===== src/rtl/cpu_settings.svh =====
// core settings for the 8-bit single-cycle processor
// widths, register count and instruction field positions

`ifndef CPU_SETTINGS_SVH
`define CPU_SETTINGS_SVH

// ##########################################################################
// widths
// ##########################################################################
`define CPU_DATA_W      8   // data path and register width
`define CPU_INSTR_W     32  // instruction word and pc width
`define CPU_REG_COUNT   8   // entries in the register file
`define CPU_REG_ADDR_W  3   // register index bits

// ##########################################################################
// instruction fields
// ##########################################################################
`define CPU_OPCODE_MSB  31  // opcode is the top byte
`define CPU_OPCODE_LSB  24
`define CPU_DEST_LSB    16  // rd in 18:16, branch offset in 23:16
`define CPU_SRC1_LSB    8   // rs1 in 10:8
`define CPU_SRC2_LSB    0   // rs2 in 2:0
`define CPU_IMM_LSB     0   // immediate in 7:0

`endif

===== src/rtl/cpu_pkg.sv =====
// shared types of the processor core
// opcode and alu encodings, decoded control and both memory requests

`include "cpu_settings.svh"

package cpu_pkg;

	typedef enum logic [`CPU_OPCODE_MSB-`CPU_OPCODE_LSB:0] {
		op_loadi = 8'd0,   // rd <- imm
		op_mov   = 8'd1,   // rd <- rs2
		op_add   = 8'd2,
		op_sub   = 8'd3,
		op_and   = 8'd4,
		op_or    = 8'd5,
		op_j     = 8'd6,   // unconditional, offset in 23:16
		op_beq   = 8'd7,   // taken when rs1 == rs2
		op_lwd   = 8'd8,   // address from rs2
		op_lwi   = 8'd9,   // address from imm
		op_swd   = 8'd10,
		op_swi   = 8'd11
	} opcode_e;

	typedef enum logic [2:0] {
		alu_fwd = 3'd0,   // pass operand 2
		alu_add = 3'd1,
		alu_and = 3'd2,
		alu_or  = 3'd3
	} alu_op_e;

	typedef struct packed {
		logic    reg_write;        // commit rd at the end of the instruction
		alu_op_e alu_op;
		logic    use_reg_operand;  // rs2 instead of imm
		logic    negate;           // two's complement of operand 2
		logic    branch;           // beq
		logic    jump;             // j
		logic    mem_read;
		logic    mem_write;
		logic    mem_to_reg;       // write back readdata
	} ctrl_t;

	typedef struct packed {
		logic                    read;
		logic [`CPU_INSTR_W-1:0] addr;   // byte address, word aligned
	} imem_req_t;

	typedef struct packed {
		logic                   read;
		logic                   write;
		logic [`CPU_DATA_W-1:0] address;
		logic [`CPU_DATA_W-1:0] writedata;
	} dmem_req_t;

endpackage


===== src/rtl/cpu.sv =====
// top level of the 8-bit single-cycle core
// splits the instruction, forms the stall and drives both memory ports

`timescale 1ns/1ps
`include "cpu_settings.svh"

module cpu (
	input  logic                    CLK,
	input  logic                    RESET,
	output cpu_pkg::imem_req_t      imem_req,
	input  logic [`CPU_INSTR_W-1:0] instruction,
	input  logic                    instr_busywait,
	output cpu_pkg::dmem_req_t      dmem_req,
	input  logic [`CPU_DATA_W-1:0]  readdata,
	input  logic                    busywait
);

	logic [`CPU_OPCODE_MSB-`CPU_OPCODE_LSB:0] opcode;
	logic [`CPU_REG_ADDR_W-1:0] dest;
	logic [`CPU_REG_ADDR_W-1:0] src1;
	logic [`CPU_REG_ADDR_W-1:0] src2;
	logic [`CPU_DATA_W-1:0]     imm;
	logic [`CPU_DATA_W-1:0]     offset;
	logic                       stall;
	logic                       instr_valid;   // fetched word is good this cycle
	cpu_pkg::ctrl_t             ctrl_dec;
	cpu_pkg::ctrl_t             ctrl;
	logic [`CPU_DATA_W-1:0]     read_data1;
	logic [`CPU_DATA_W-1:0]     read_data2;
	logic [`CPU_DATA_W-1:0]     alu_result;
	logic                       zero;
	logic [`CPU_DATA_W-1:0]     write_data;

	// ##########################################################################
	// instruction fields and stall
	// ##########################################################################
	assign opcode = instruction[`CPU_OPCODE_MSB:`CPU_OPCODE_LSB];
	assign dest   = instruction[`CPU_DEST_LSB +: `CPU_REG_ADDR_W];
	assign src1   = instruction[`CPU_SRC1_LSB +: `CPU_REG_ADDR_W];
	assign src2   = instruction[`CPU_SRC2_LSB +: `CPU_REG_ADDR_W];
	assign imm    = instruction[`CPU_IMM_LSB +: `CPU_DATA_W];
	assign offset = instruction[`CPU_DEST_LSB +: `CPU_DATA_W];   // j and beq

	assign stall       = busywait | (imem_req.read & instr_busywait);
	assign instr_valid = imem_req.read & ~instr_busywait;
	assign ctrl        = instr_valid ? ctrl_dec : '0;   // no side effects on a stale word

	// ##########################################################################
	// core blocks
	// ##########################################################################
	pc_unit u_pc_unit (.CLK(CLK), .RESET(RESET), .stall(stall), .ctrl(ctrl),
		.zero(zero), .offset(offset), .imem_req(imem_req));

	control_unit u_control_unit (.opcode(opcode), .ctrl(ctrl_dec));

	reg_file u_reg_file (.CLK(CLK), .RESET(RESET), .write_en(ctrl.reg_write),
		.stall(stall), .write_addr(dest), .read_addr1(src1), .read_addr2(src2),
		.write_data(write_data), .read_data1(read_data1), .read_data2(read_data2));

	alu u_alu (.ctrl(ctrl), .reg_operand1(read_data1), .reg_operand2(read_data2),
		.immediate(imm), .result(alu_result), .zero(zero));

	// ##########################################################################
	// data memory and write-back
	// ##########################################################################
	always_comb begin
		dmem_req.read      = ctrl.mem_read;    // held until busywait drops
		dmem_req.write     = ctrl.mem_write;
		dmem_req.address   = alu_result;       // fwd of rs2 or imm
		dmem_req.writedata = read_data1;       // store data from rs1
	end

	assign write_data = ctrl.mem_to_reg ? readdata : alu_result;

endmodule


===== src/rtl/alu.sv =====
// arithmetic and logic unit
// picks operand 2, applies the operation and flags a zero result

`timescale 1ns/1ps
`include "cpu_settings.svh"

module alu (
	input  cpu_pkg::ctrl_t         ctrl,
	input  logic [`CPU_DATA_W-1:0] reg_operand1,
	input  logic [`CPU_DATA_W-1:0] reg_operand2,
	input  logic [`CPU_DATA_W-1:0] immediate,
	output logic [`CPU_DATA_W-1:0] result,
	output logic                   zero
);

	logic [`CPU_DATA_W-1:0] operand2_sel;   // imm or rs2
	logic [`CPU_DATA_W-1:0] operand2;       // after optional negation

	// ##########################################################################
	// operand 2
	// ##########################################################################
	assign operand2_sel = ctrl.use_reg_operand ? reg_operand2 : immediate;
	assign operand2     = ctrl.negate ? -operand2_sel : operand2_sel;   // sub and beq

	// ##########################################################################
	// operation
	// ##########################################################################
	always_comb begin
		case (ctrl.alu_op)
			cpu_pkg::alu_fwd: result = operand2;
			cpu_pkg::alu_add: result = reg_operand1 + operand2;   // wraps mod 256
			cpu_pkg::alu_and: result = reg_operand1 & operand2;
			cpu_pkg::alu_or:  result = reg_operand1 | operand2;
			default:          result = '0;
		endcase
	end

	assign zero = (result == '0);   // beq compares through rs1 - rs2

endmodule


===== src/rtl/reg_file.sv =====
// eight-entry register file
// two combinational read ports, one write port held off by the stall

`timescale 1ns/1ps
`include "cpu_settings.svh"

module reg_file (
	input  logic                       CLK,
	input  logic                       RESET,
	input  logic                       write_en,
	input  logic                       stall,
	input  logic [`CPU_REG_ADDR_W-1:0] write_addr,
	input  logic [`CPU_REG_ADDR_W-1:0] read_addr1,
	input  logic [`CPU_REG_ADDR_W-1:0] read_addr2,
	input  logic [`CPU_DATA_W-1:0]     write_data,
	output logic [`CPU_DATA_W-1:0]     read_data1,
	output logic [`CPU_DATA_W-1:0]     read_data2
);

	logic [`CPU_REG_COUNT-1:0][`CPU_DATA_W-1:0] regs;

	// ##########################################################################
	// write port
	// ##########################################################################
	always_ff @(posedge CLK) begin
		if (!RESET)
			regs <= '0;                        // all registers cleared
		else if (write_en && !stall)
			regs[write_addr] <= write_data;    // commits once, at the last edge
	end

	// read ports, no bypass needed in a single-cycle core
	assign read_data1 = regs[read_addr1];
	assign read_data2 = regs[read_addr2];

	regs_hold: assert property (@(posedge CLK) disable iff (!RESET)
		stall |=> $stable(regs))
		else $error("register written during a stall");

endmodule


===== src/rtl/control_unit.sv =====
// instruction decoder
// maps the opcode byte onto the control struct

`timescale 1ns/1ps
`include "cpu_settings.svh"

module control_unit (
	input  logic [`CPU_OPCODE_MSB-`CPU_OPCODE_LSB:0] opcode,
	output cpu_pkg::ctrl_t                          ctrl
);

	always_comb begin
		ctrl        = '0;                // nothing happens unless decoded
		ctrl.alu_op = cpu_pkg::alu_fwd;
		case (cpu_pkg::opcode_e'(opcode))
			cpu_pkg::op_loadi: begin
				ctrl.reg_write = 1'b1;   // imm straight through
			end
			cpu_pkg::op_mov: begin
				ctrl.reg_write       = 1'b1;
				ctrl.use_reg_operand = 1'b1;
			end
			cpu_pkg::op_add: begin
				ctrl.reg_write       = 1'b1;
				ctrl.alu_op          = cpu_pkg::alu_add;
				ctrl.use_reg_operand = 1'b1;
			end
			cpu_pkg::op_sub: begin
				ctrl.reg_write       = 1'b1;
				ctrl.alu_op          = cpu_pkg::alu_add;   // rs1 + (-rs2)
				ctrl.use_reg_operand = 1'b1;
				ctrl.negate          = 1'b1;
			end
			cpu_pkg::op_and: begin
				ctrl.reg_write       = 1'b1;
				ctrl.alu_op          = cpu_pkg::alu_and;
				ctrl.use_reg_operand = 1'b1;
			end
			cpu_pkg::op_or: begin
				ctrl.reg_write       = 1'b1;
				ctrl.alu_op          = cpu_pkg::alu_or;
				ctrl.use_reg_operand = 1'b1;
			end
			cpu_pkg::op_j: begin
				ctrl.jump = 1'b1;        // alu result unused
			end
			cpu_pkg::op_beq: begin
				ctrl.alu_op          = cpu_pkg::alu_add;   // zero flag on rs1 - rs2
				ctrl.use_reg_operand = 1'b1;
				ctrl.negate          = 1'b1;
				ctrl.branch          = 1'b1;
			end
			cpu_pkg::op_lwd: begin
				ctrl.reg_write       = 1'b1;
				ctrl.use_reg_operand = 1'b1;   // address from rs2
				ctrl.mem_read        = 1'b1;
				ctrl.mem_to_reg      = 1'b1;
			end
			cpu_pkg::op_lwi: begin
				ctrl.reg_write  = 1'b1;        // address from imm
				ctrl.mem_read   = 1'b1;
				ctrl.mem_to_reg = 1'b1;
			end
			cpu_pkg::op_swd: begin
				ctrl.use_reg_operand = 1'b1;
				ctrl.mem_write       = 1'b1;   // data from rs1
			end
			cpu_pkg::op_swi: begin
				ctrl.mem_write = 1'b1;
			end
			default: ctrl = '0;                // unknown opcode, no side effects
		endcase
	end

	rw_exclusive: assert property (@(opcode) !(ctrl.mem_read && ctrl.mem_write))
		else $error("read and write decoded together, opcode %h", opcode);

endmodule


===== src/rtl/pc_unit.sv =====
// program counter with branch and jump targets
// holds on stall, drives the instruction fetch request

`timescale 1ns/1ps
`include "cpu_settings.svh"

module pc_unit (
	input  logic                   CLK,
	input  logic                   RESET,
	input  logic                   stall,
	input  cpu_pkg::ctrl_t         ctrl,
	input  logic                   zero,
	input  logic [`CPU_DATA_W-1:0] offset,
	output cpu_pkg::imem_req_t     imem_req
);

	logic [`CPU_INSTR_W-1:0] pc;
	logic                    fetch_en;   // low until the first fetch after reset
	logic [`CPU_INSTR_W-1:0] pc_plus4;
	logic [`CPU_INSTR_W-1:0] target;
	logic [`CPU_INSTR_W-1:0] pc_next;
	logic                    take;

	// ##########################################################################
	// next pc
	// ##########################################################################
	assign pc_plus4 = pc + 32'd4;
	// offset counts words, sign extend then times four
	assign target = pc_plus4 +
		{{(`CPU_INSTR_W-`CPU_DATA_W-2){offset[`CPU_DATA_W-1]}}, offset, 2'b00};
	assign take    = (ctrl.branch & zero) | ctrl.jump;   // beq taken or j
	assign pc_next = take ? target : pc_plus4;

	// ##########################################################################
	// pc register
	// ##########################################################################
	always_ff @(posedge CLK) begin
		if (!RESET) begin
			pc       <= '0;     // start at word 0
			fetch_en <= 1'b0;
		end else begin
			fetch_en <= 1'b1;   // fetch from the first cycle out of reset
			if (fetch_en && !stall)
				pc <= pc_next;  // instruction done, move on
		end
	end

	assign imem_req.read = fetch_en;
	assign imem_req.addr = pc;

	pc_aligned: assert property (@(posedge CLK) disable iff (!RESET)
		pc[1:0] == 2'b00)
		else $error("pc not word aligned: %h", pc);

endmodule


===== config.mk =====
export PLATFORM = sky130hd
export DESIGN_NAME = cpu
export DESIGN_NICKNAME = d
export VERILOG_FILES = /design/src/rtl/cpu_pkg.sv /design/src/rtl/cpu.sv /design/src/rtl/alu.sv /design/src/rtl/reg_file.sv /design/src/rtl/control_unit.sv /design/src/rtl/pc_unit.sv
export VERILOG_INCLUDE_DIRS = /design/src /design/src/rtl
export SDC_FILE = /design/constraint.sdc
export NUM_CORES = 1
export LEC_CHECK = 0
export BUFFER_PORTS_ARGS = -buffer_cell sky130_fd_sc_hd__buf_2
export CORE_UTILIZATION = 60
export DETAILED_ROUTE_END_ITERATION = 10
export GPL_TIMING_DRIVEN = 0
export PLACE_DENSITY = 0.88
export SYNTH_ARGS = -nofsm -noshare
export SYNTH_HDL_FRONTEND = slang
export SYNTH_SLANG_ARGS = --single-unit

===== constraint.sdc =====
create_clock -name CLK -period 5.75 [get_ports CLK]
set_input_delay 0.575 -clock CLK [delete_from_list [all_inputs] [get_ports CLK]]
set_output_delay 0.575 -clock CLK [all_outputs]
set_load 0.1 [all_outputs]

=== Word-level counts from Yosys, hierarchy flattened ===
Index checks and enable logic that the tools add are counted.

* Register bits after elaboration: 97
* Bits of input ports: 44
* Output and inout port bits: 51
* Logic and storage cells: 75

* $add $sub $neg: 4
* Magnitude comparators: 4
* Eq/ne operators: 14
* Mux-type cells: 22
* Bitwise gates (word level): 8
* Reductions and logical operators: 13

{| class="wikitable"
|+ Operator list
! cell !! number
|-
| bitwise mux 64 bit || 1
|-
| binary-select mux 8 bit (select 3 bit) || 2
|-
| 2-to-1 mux 8 bit || 6
|-
| adder 32 x 3 -> 32 bit, second input constant || 1
|-
| adder 32 bit || 1
|-
| equality test 8 x 3 -> 1 bit, second input constant || 4
|-
| equality test 8 x 4 -> 1 bit, second input constant || 4
|-
| 2-to-1 mux 32 bit || 1
|-
| case mux 8 bit (4 select lines) || 1
|-
| demux 8 bit (select 3 bit) || 1
|-
| equality test 8 x 2 -> 1 bit, second input constant || 2
|-
| zero test 8 bit || 2
|-
| OR reduction 8 bit || 2
|-
| < comparator 3 x 4 -> 1 bit, second input constant || 3
|-
| 2-to-1 mux 11 bit || 1
|-
| adder 8 bit || 1
|-
| bitwise AND 8 bit || 1
|-
| equality test 8 x 1 -> 1 bit, second input constant || 1
|-
| 2-to-1 mux 1 bit || 8
|-
| negation 8 bit || 1
|-
| OR 8 bit || 1
|-
| equality test 3 x 2 -> 1 bit, second input constant || 2
|-
| case mux 2 bit (3 select lines) || 1
|-
| OR reduction 2 bit || 3
|-
| other kinds (9) || 14
|}

=== Depth between registers and ports, before layout ===
Gate-level depths: netlist of the first run.

* Depth after elaboration: 13
* Gate-level depth with buffers: 27

=== Cells and area by module ===
From an unflattened synthesis of the first run, not the netlist that was laid out.

* Cells, all modules: 991
* Area, all modules: 8583.2 um^2

{| class="wikitable"
|+ By module, submodules not included
! module !! instances !! cells each !! area each (um^2) !! seq. area each (um^2)
|-
| pc_unit || 1 || 500 || 3634.7 || 620.6
|-
| reg_file || 1 || 284 || 3425.8 || 1281.2
|-
| alu || 1 || 158 || 1159.9 || 0.0
|-
| cpu || 1 || 24 || 206.4 || 0.0
|-
| control_unit || 1 || 25 || 156.4 || 0.0
|}

=== Worst setup path before layout of the first run ===
No wires, ideal clock.

* Kind: input to register
* From: in instruction[8]
* To: reg u_pc_unit.pc[26]
* Arrival: 5.844 ns
* Required time: 5.617 ns
* Setup slack: -0.227 ns
* Cell stages on the path: 19
* Cells stage by stage: clkbuf_1 buf_1 mux4_2 mux2_2 ha_1 fa_1 a21o_1 a21oi_1 o21ai_0 xor2_1 a221o_1 nor3_2 and4b_4 a41o_1 buf_6 buf_4 nor2_1 a31oi_1 a21oi_1

{| class="wikitable"
|+ RTL lines
! item !! RTL line !! RTL
|-
| start, declared || cpu.sv:11 || <nowiki>input logic [`CPU_INSTR_W-1:0] instruction,</nowiki>
|-
| end signal, assigned || pc_unit.sv:44 || <nowiki>pc <= pc_next;</nowiki>
|-
| end, declared || pc_unit.sv:17 || <nowiki>logic [`CPU_INSTR_W-1:0] pc;</nowiki>
|}

=== Worst setup path in the final report of the first run ===
* From: in instruction[9]
* To: reg u_pc_unit.pc[10]

* Word-level cells in the longest chain between the ends: 8

{| class="wikitable"
|+ RTL lines
! item !! RTL line !! RTL
|-
| binary-select mux 8 bit (select 3 bit) (*) || reg_file.sv:33 || <nowiki>assign read_data1 = regs[read_addr1];</nowiki>
|-
| 2-to-1 mux 8 bit (not written as such) (*) || reg_file.sv:33 ||
|-
| adder 8 bit, or another cell as far along || alu.sv:31 || <nowiki>cpu_pkg::alu_add: result = reg_operand1 + operand2;</nowiki>
|-
| case mux 8 bit (4 select lines) (*) || alu.sv:29 || <nowiki>case (ctrl.alu_op)</nowiki>
|-
| zero test 8 bit (*) || alu.sv:38 || <nowiki>assign zero = (result == '0);</nowiki>
|-
| bitwise AND 1 bit (*) || pc_unit.sv:31 || <nowiki>assign take = (ctrl.branch & zero) | ctrl.jump;</nowiki>
|-
| OR 1 bit (*) || pc_unit.sv:31 ||
|-
| 2-to-1 mux 32 bit (*) || pc_unit.sv:32 || <nowiki>assign pc_next = take ? target : pc_plus4;</nowiki>
|}

Every way passes the cells marked *; elsewhere a longest branch is shown, timed or not. The select of a mux whose other input is x is not followed.
A chain may end at the register's enable or synchronous reset.

==> results of run 1 <==
## state kept, by name, indices dropped and copies added (netlist names)
name,count
u_reg_file.regs,64
u_pc_unit.pc,30
u_pc_unit.fetch_en,1
## per-stage QoR
step                cell area [um2]  setup TNS (ns)  hold WS [ns]  utilization (%)
finish                         8850               0         0.379             69.6
global route                   8850               0         0.362             69.6
CTS                            8810               0         0.364             69.2
detailed placement             8530           -6.50         0.492             67.0
global placement               8530           -3.13         0.482             67.0
floorplan                      7910               0         0.472                -
## cells in the final DEF, fill, tap and decap left out, types with 10 or more instances in the layout
cell / netlist / routed
or3_1: 10 / 10
o21ai_0: 33 / 33
and3_1: 12 / 12
nor2_1: 133 / 133
inv_1: 35 / 35
mux2_2: 13 / 13
nand3_1: 27 / 26
ha_1: 47 / 47
dfxtp_1: 95 / 95
o21ai_1: 12 / 12
a21oi_1: 62 / 59
nand2_1: 57 / 57
mux4_2: 31 / 31
a211oi_1: 11 / 11
clkbuf_1: 32 / 30
xnor2_1: 36 / 36
nor3_1: 14 / 14
nor2b_1: 11 / 11
buf_2: 3 / 85
xor2_1: 26 / 26
mux2i_1: 87 / 87
a21o_1: 15 / 15
## final cells by class
cell class | count | area, um2 | share of cell area [%]
multi-input combinational | 748 | 5700 | 64.4
sequential | 95 | 1900 | 21.5
timing repair buffer | 82 | 413 | 4.66
clock buffer | 9 | 225 | 2.54
tap | 172 | 215 | 2.43
buffer | 45 | 210 | 2.37
inverter | 36 | 135 | 1.53
clock inverter | 7 | 52.6 | 0.594
## critical path, delay by kind of cell
family,cells,cell delay [ns]
XOR/XNOR,1,0.16
adder cells (fa/ha/maj),2,0.71
multiplexers,2,0.76
buffers and inverters,4,1.51
AO/OA/AOI/OAI,8,1.55
AND/OR/NAND/NOR,2,0.48
## per-layer routing
layer | part of all wire [%] | GRT usage [%]
met4 | 4.9 | 18.4
met1 | 41 | 43.0
met2 | 44 | 53.2
met5 | 0 | 0
met3 | 10 | 7.89
## cells by family after synthesis
| logic type | after synthesis | synth area share [%] |
|---|---|---|
| fa+ha+maj | 50 | 8.08 |
| compound gates | 196 | 16.3 |
| buf+inv | 82 | 4.34 |
| simple gates | 307 | 18.6 |
| other cells | 1 | 0.0475 |
| flops | 95 | 24.1 |
| mux | 131 | 21.7 |
| xor+xnor | 62 | 6.87 |
## what timing repair did
action                                 4_1_cts  5_1_grt
pin swaps                                    0        1
endpoints found under the hold margin        0        0
setup endpoints to repair                   11       29
buffers inserted                             0        1
resized for setup                            1       12
## path summary, 6_finish.rpt
path | start | to | cells past startpoint
setup / recovery | instruction[9] | u_pc_unit.pc[10] | 19
hold / removal | RESET | u_pc_unit.fetch_en | 1
setup reg to reg | u_pc_unit.fetch_en | u_pc_unit.pc[10] | 25
hold reg to reg | u_reg_file.regs[61] | u_reg_file.regs[61] | 2
## report_power, final
group | switching (W) | internal, W
Sequential | 0.00000647 | 0.000663
Combinational | 0.000225 | 0.0000976
Clock | 0.000284 | 0.000298
Total | 0.000516 | 0.00106
==> impl_metrics.json, run 1 <==
{
  "critPathKind": "primary input to flip-flop",
  "synth_area_um2": 7900,
  "drt_pass1_iterations": 8,
  "portBuffers": 81,
  "area_delta_synth_final_pct": 12.1,
  "grt_pass1_vias": 7109,
  "synth_top_area_share_pct": 24.1,
  "die_w_um": 117,
  "layout_setup_ws_ns": 0.214,
  "crit_chain": "clkbuf_1 > clkbuf_1 > mux4_2 > mux2_2 > ha_1 > fa_1 > a21o_1 > a21oi_1 > o21ai_0 > xor2_1 > a221o_2 > nor3_2 > and4b_4 > a41o_1 > buf_6 > buf_4 > o21ai_1 > o211ai_1 > a21oi_1",
  "dp.final_hpwl_um": 16300,
  "drv_cap": 0,
  "status": "finished clean",
  "root_buffer": "clkbuf_16",
  "ys_async_sr_fraction_pct": 0,
  "htreeDepth": 3,
  "row_count": 41,
  "yosysTopAreaCell": "dfxtp_1",
  "synthFlopType": "dfxtp_1",
  "core_area_um2": 12700,
  "synth.distinct_cells": 78,
  "p_per_area_nw_per_um2": 178,
  "layout_min_cycle_time_ns": 5.54,
  "hp-class": "primary input to flip-flop",
  "grt_max_degree": 24,
  "drive_above_1_share_pct": 17.0,
  "post-route-period-util_pct": 96.3,
  "holdBufCountCts": 0,
  "required_ns": 5.97,
  "synthTopCellsByArea": "dfxtp_1, mux2i_1, mux4_2, ha_1, nor2_1",
  "cts_tree": "built",
  "clock_latency_ns": 0.36,
  "relSlewSlack_pct": 21.8,
  "dieHeight_um": 117,
  "clockBufferDepth": 2,
  "cp_slowest_cell": "clkbuf_1",
  "synth_most_common_cell": "nor2_1",
  "route.detailed.drc": 0,
  "post-place-ws_ns": -0.314,
  "dp_cells": 1178,
  "fillerInstances": 986,
  "finalWirelength_um": 22800,
  "clkTransAtPathRegs_ns": 0.07,
  "vias": 7710,
  "cts.sinks": 95,
  "start_util_pct": 62.1,
  "ff2ff_setup_slack_ns": 0.33,
  "gp_congestion": 0.959,
  "antenna_found_initial": 0,
  "io_pins": 95,
  "seq_area_frac_synth_pct": 24.1,
  "synth-seq-cells": 95,
  "numCtsBuffers": 9,
  "slew_viol_final": 0,
  "die-area_um2": 13600,
  "diodes": 0,
  "syn_area_per_cell_um2": 8.55,
  "ir_worst_vdd_uv": 126,
  "fin_cells": 1194,
  "fin_nets": 1110,
  "slowest_delay_ns": 0.66,
  "finalPower_w": 0.00157,
  "antenna_left": 0,
  "rsz0062_at_grt": "false",
  "synth.yosys.warnings": 0,
  "grt_pass1_wl_um": 35400,
  "fmax_mhz": 181,
  "tightest_slew_ns": 1.16,
  "synth_edf_count": 0,
  "gr-total-overflow": 0,
  "grt_usage_pct": 33.8,
  "arrival_ns": 5.75,
  "vias_per_cell": 6.46,
  "worstSetupStartpointType": "primary input",
  "netlist_top_cells_count": "nor2_1, dfxtp_1, mux2i_1",
  "cp_max_fo": 10,
  "skew_ns": 0.0126,
  "p_leak_nw": 4.04,
  "final_hold_viol_count": 0,
  "routedWlPerCell_um": 19.1,
  "dr.first_iter.drc_count": 792,
  "endpoint_kind": "flip-flop",
  "syn-instance-count": 924,
  "setup_viol": 0
}
No activity file was read; power rests on OpenSTA's default activity.
==> inputs of run 2 (changes only) <==
Settings changed: SETUP_SLACK_MARGIN set to 0.4.
==> run 2 against run 1 <==
Net effect: non-clock buffer count is 8 higher; register-to-register slack better by 0.28 ns; combinational power is 2% higher; clock power is 15% higher; hold slack worse by 0.0076 ns; routed wire length is 3.2% higher; core utilization is 1.2 points higher; total power is 6.1% higher; critical path depth is 3 higher; clock-buffer cell count is 1 higher; flip-flop and latch count stayed put; largest power group is now clock.
==> impl_metrics.json, run 2 (synthesis results as in run 1) <==
{
  "dr.first_iter.drc_count": 946,
  "die-area_um2": 13600,
  "final_cell_mix": "nor2_1, dfxtp_1, mux2i_1",
  "p_seq_share_pct": 40.1,
  "route.detailed.drc": 0,
  "fin_nets": 1118,
  "fmax_mhz": 190,
  "setup_tns_ns": 0,
  "portBuffers": 81,
  "required_ns": 5.18,
  "skew_ns": 0.0104,
  "reg_top3": "u_reg_file.regs x64, u_pc_unit.pc x30, u_pc_unit.fetch_en x1",
  "grt_pass1_vias": 7029,
  "hp-class": "primary input to flip-flop",
  "dieHeight_um": 117,
  "gp_congestion": 0.941,
  "die_w_um": 117,
  "critPathKind": "primary input to primary output",
  "io_pins": 95,
  "antenna_found_initial": 0,
  "grt_pass1_wl_um": 35500,
  "arrival_ns": 4.68,
  "setup_viol": 0,
  "layout_setup_ws_ns": 0.493,
  "endpoint_kind": "primary output",
  "row_count": 41,
  "post-route-period-util_pct": 91.4,
  "final_hold_viol_count": 0,
  "sw_frac_of_total_pct": 30.5,
  "diodes": 0,
  "largest_reg_flops": 64,
  "status": "finished clean",
  "ir_worst_vdd_uv": 153,
  "cts_tree": "built",
  "slew_viol_final": 0,
  "core_area_um2": 12700,
  "root_buffer": "clkbuf_16",
  "drv_cap": 0,
  "worstSetupStartpointType": "primary input",
  "clockBufferDepth": 2,
  "area_delta_synth_final_pct": 14.1,
  "vias": 7859,
  "tightest_slew_ns": 0.864,
  "numCtsBuffers": 9,
  "start_util_pct": 62.1,
  "slowest_delay_ns": 0.42,
  "drive_above_1_share_pct": 18.7,
  "pwr-share-clk_pct": 40.2,
  "power_frac_comb_pct": 19.8,
  "largest_register": "u_reg_file.regs",
  "clkTransAtPathRegs_ns": 0.07,
  "cp_max_fo": 6,
  "clock_latency_ns": 0.36,
  "routedWlPerCell_um": 19.6,
  "layout_min_cycle_time_ns": 5.26,
  "rsz0062_at_grt": "false",
  "dp.final_hpwl_um": 15900,
  "antenna_left": 0,
  "grt_usage_pct": 34.1,
  "vias_per_cell": 6.54,
  "postLayoutCoreUtil_pct": 70.8,
  "grt_max_degree": 24,
  "finalWirelength_um": 23500,
  "final_common_cell": "nor2_1",
  "relSlewSlack_pct": 42.4,
  "drt_pass1_iterations": 6,
  "power.internal_w": 0.00116,
  "cp_slowest_cell": "buf_2",
  "switchingPower_w": 0.000510,
  "crit_chain": "buf_2 > nor4_4 > nand3_2 > or2_1 > buf_2 > nor2_1 > o22a_1 > inv_1 > ha_1 > nand2_1 > o21ai_2 > inv_1 > ha_1 > a21o_1 > a21oi_2 > o21ai_1 > a21o_1 > a21oi_1 > xnor2_1 > a21oi_4 > inv_1 > buf_2",
  "cts.sinks": 95,
  "htreeDepth": 3,
  "p_per_area_nw_per_um2": 185,
  "p_leak_nw": 4.12,
  "post-place-ws_ns": -0.277,
  "gr-total-overflow": 0
}
run 2: cell count changes in the layout (fill, tap and decap cells not counted), sizes merged:
cell / change
clkinv: +1
bufinv: +2
buf: +8
inv: -3
clkinvlp: -1
clkbuf: +1
run 2: path summary, 6_finish.rpt:
kind,slack [ns],start,to,cells after the start
worst max register to register,0.61,u_pc_unit.fetch_en,u_pc_unit.pc[6],25
worst max-delay path,0.49,instruction[29],dmem_req[15],22
worst min-delay path,0.37,RESET,u_pc_unit.fetch_en,1
worst min register to register,0.50,u_pc_unit.pc[31],u_pc_unit.pc[31],2
run 2: layout make-up:
cell class	count	area, um2
multi-input combinational	748	5730
fill	943	3710
sequential	95	1900
timing repair buffer	89	465
clock buffer	10	239
buffer	46	229
tap	172	215
inverter	36	135
clock inverter	6	91.3
run 2: power groups by stage:
| stage | clock network [W] | logic [W] | registers (W) |
|---|---|---|---|
| floorplan | 0 | 0.000206 | 0.000719 |
| global placement | 0 | 0.000309 | 0.000684 |
| detailed placement | 0 | 0.000313 | 0.000685 |
| CTS | 0.000667 | 0.000319 | 0.000670 |
| global route | 0.000695 | 0.000351 | 0.000670 |
| finish | 0.000671 | 0.000330 | 0.000670 |
run 2: repair_timing:
item                                    in CTS  in global routing
hold buffers                                 0                  0
pin swaps                                    3                  6
endpoints found under the setup margin      38                 29
buffers inserted                             1                  7
resized for setup                           13                 13
run 2: stage by stage:
| step | hold slack [ns] | instances | area [um2] | power (W) |
|---|---|---|---|---|
| global placement | 0.482 | 1178 | 8540 | 0.000994 |
| floorplan | 0.472 | 925 | 7920 | 0.000924 |
| finish | 0.371 | 1202 | 9010 | 0.00167 |
| detailed placement | 0.483 | 1178 | 8540 | 0.000997 |
| global route | 0.358 | 1202 | 9010 | 0.00172 |
| CTS | 0.356 | 1195 | 8920 | 0.00166 |
run 2: layer usage:
layer | part of all wire, % | vias up | routed length, um | GRT usage [%]
met5 | 0 | - | 0 | 0
met4 | 5.3 | 0 | 1260 | 20.7
met3 | 11 | 120 | 2620 | 6.18
met2 | 44 | 575 | 10400 | 53.2
met1 | 39 | 3614 | 9300 | 44.0
li1 | - | 3550 | - | -
run 2: critical path: cells and delay by family:
| kind | cells | cell delay (ns) |
|---|---|---|
| buf+inv | 6 | 0.93 |
| xor+xnor | 1 | 0.21 |
| simple gates | 5 | 0.98 |
| fa+ha+maj | 2 | 0.55 |
| compound gates | 8 | 1.42 |
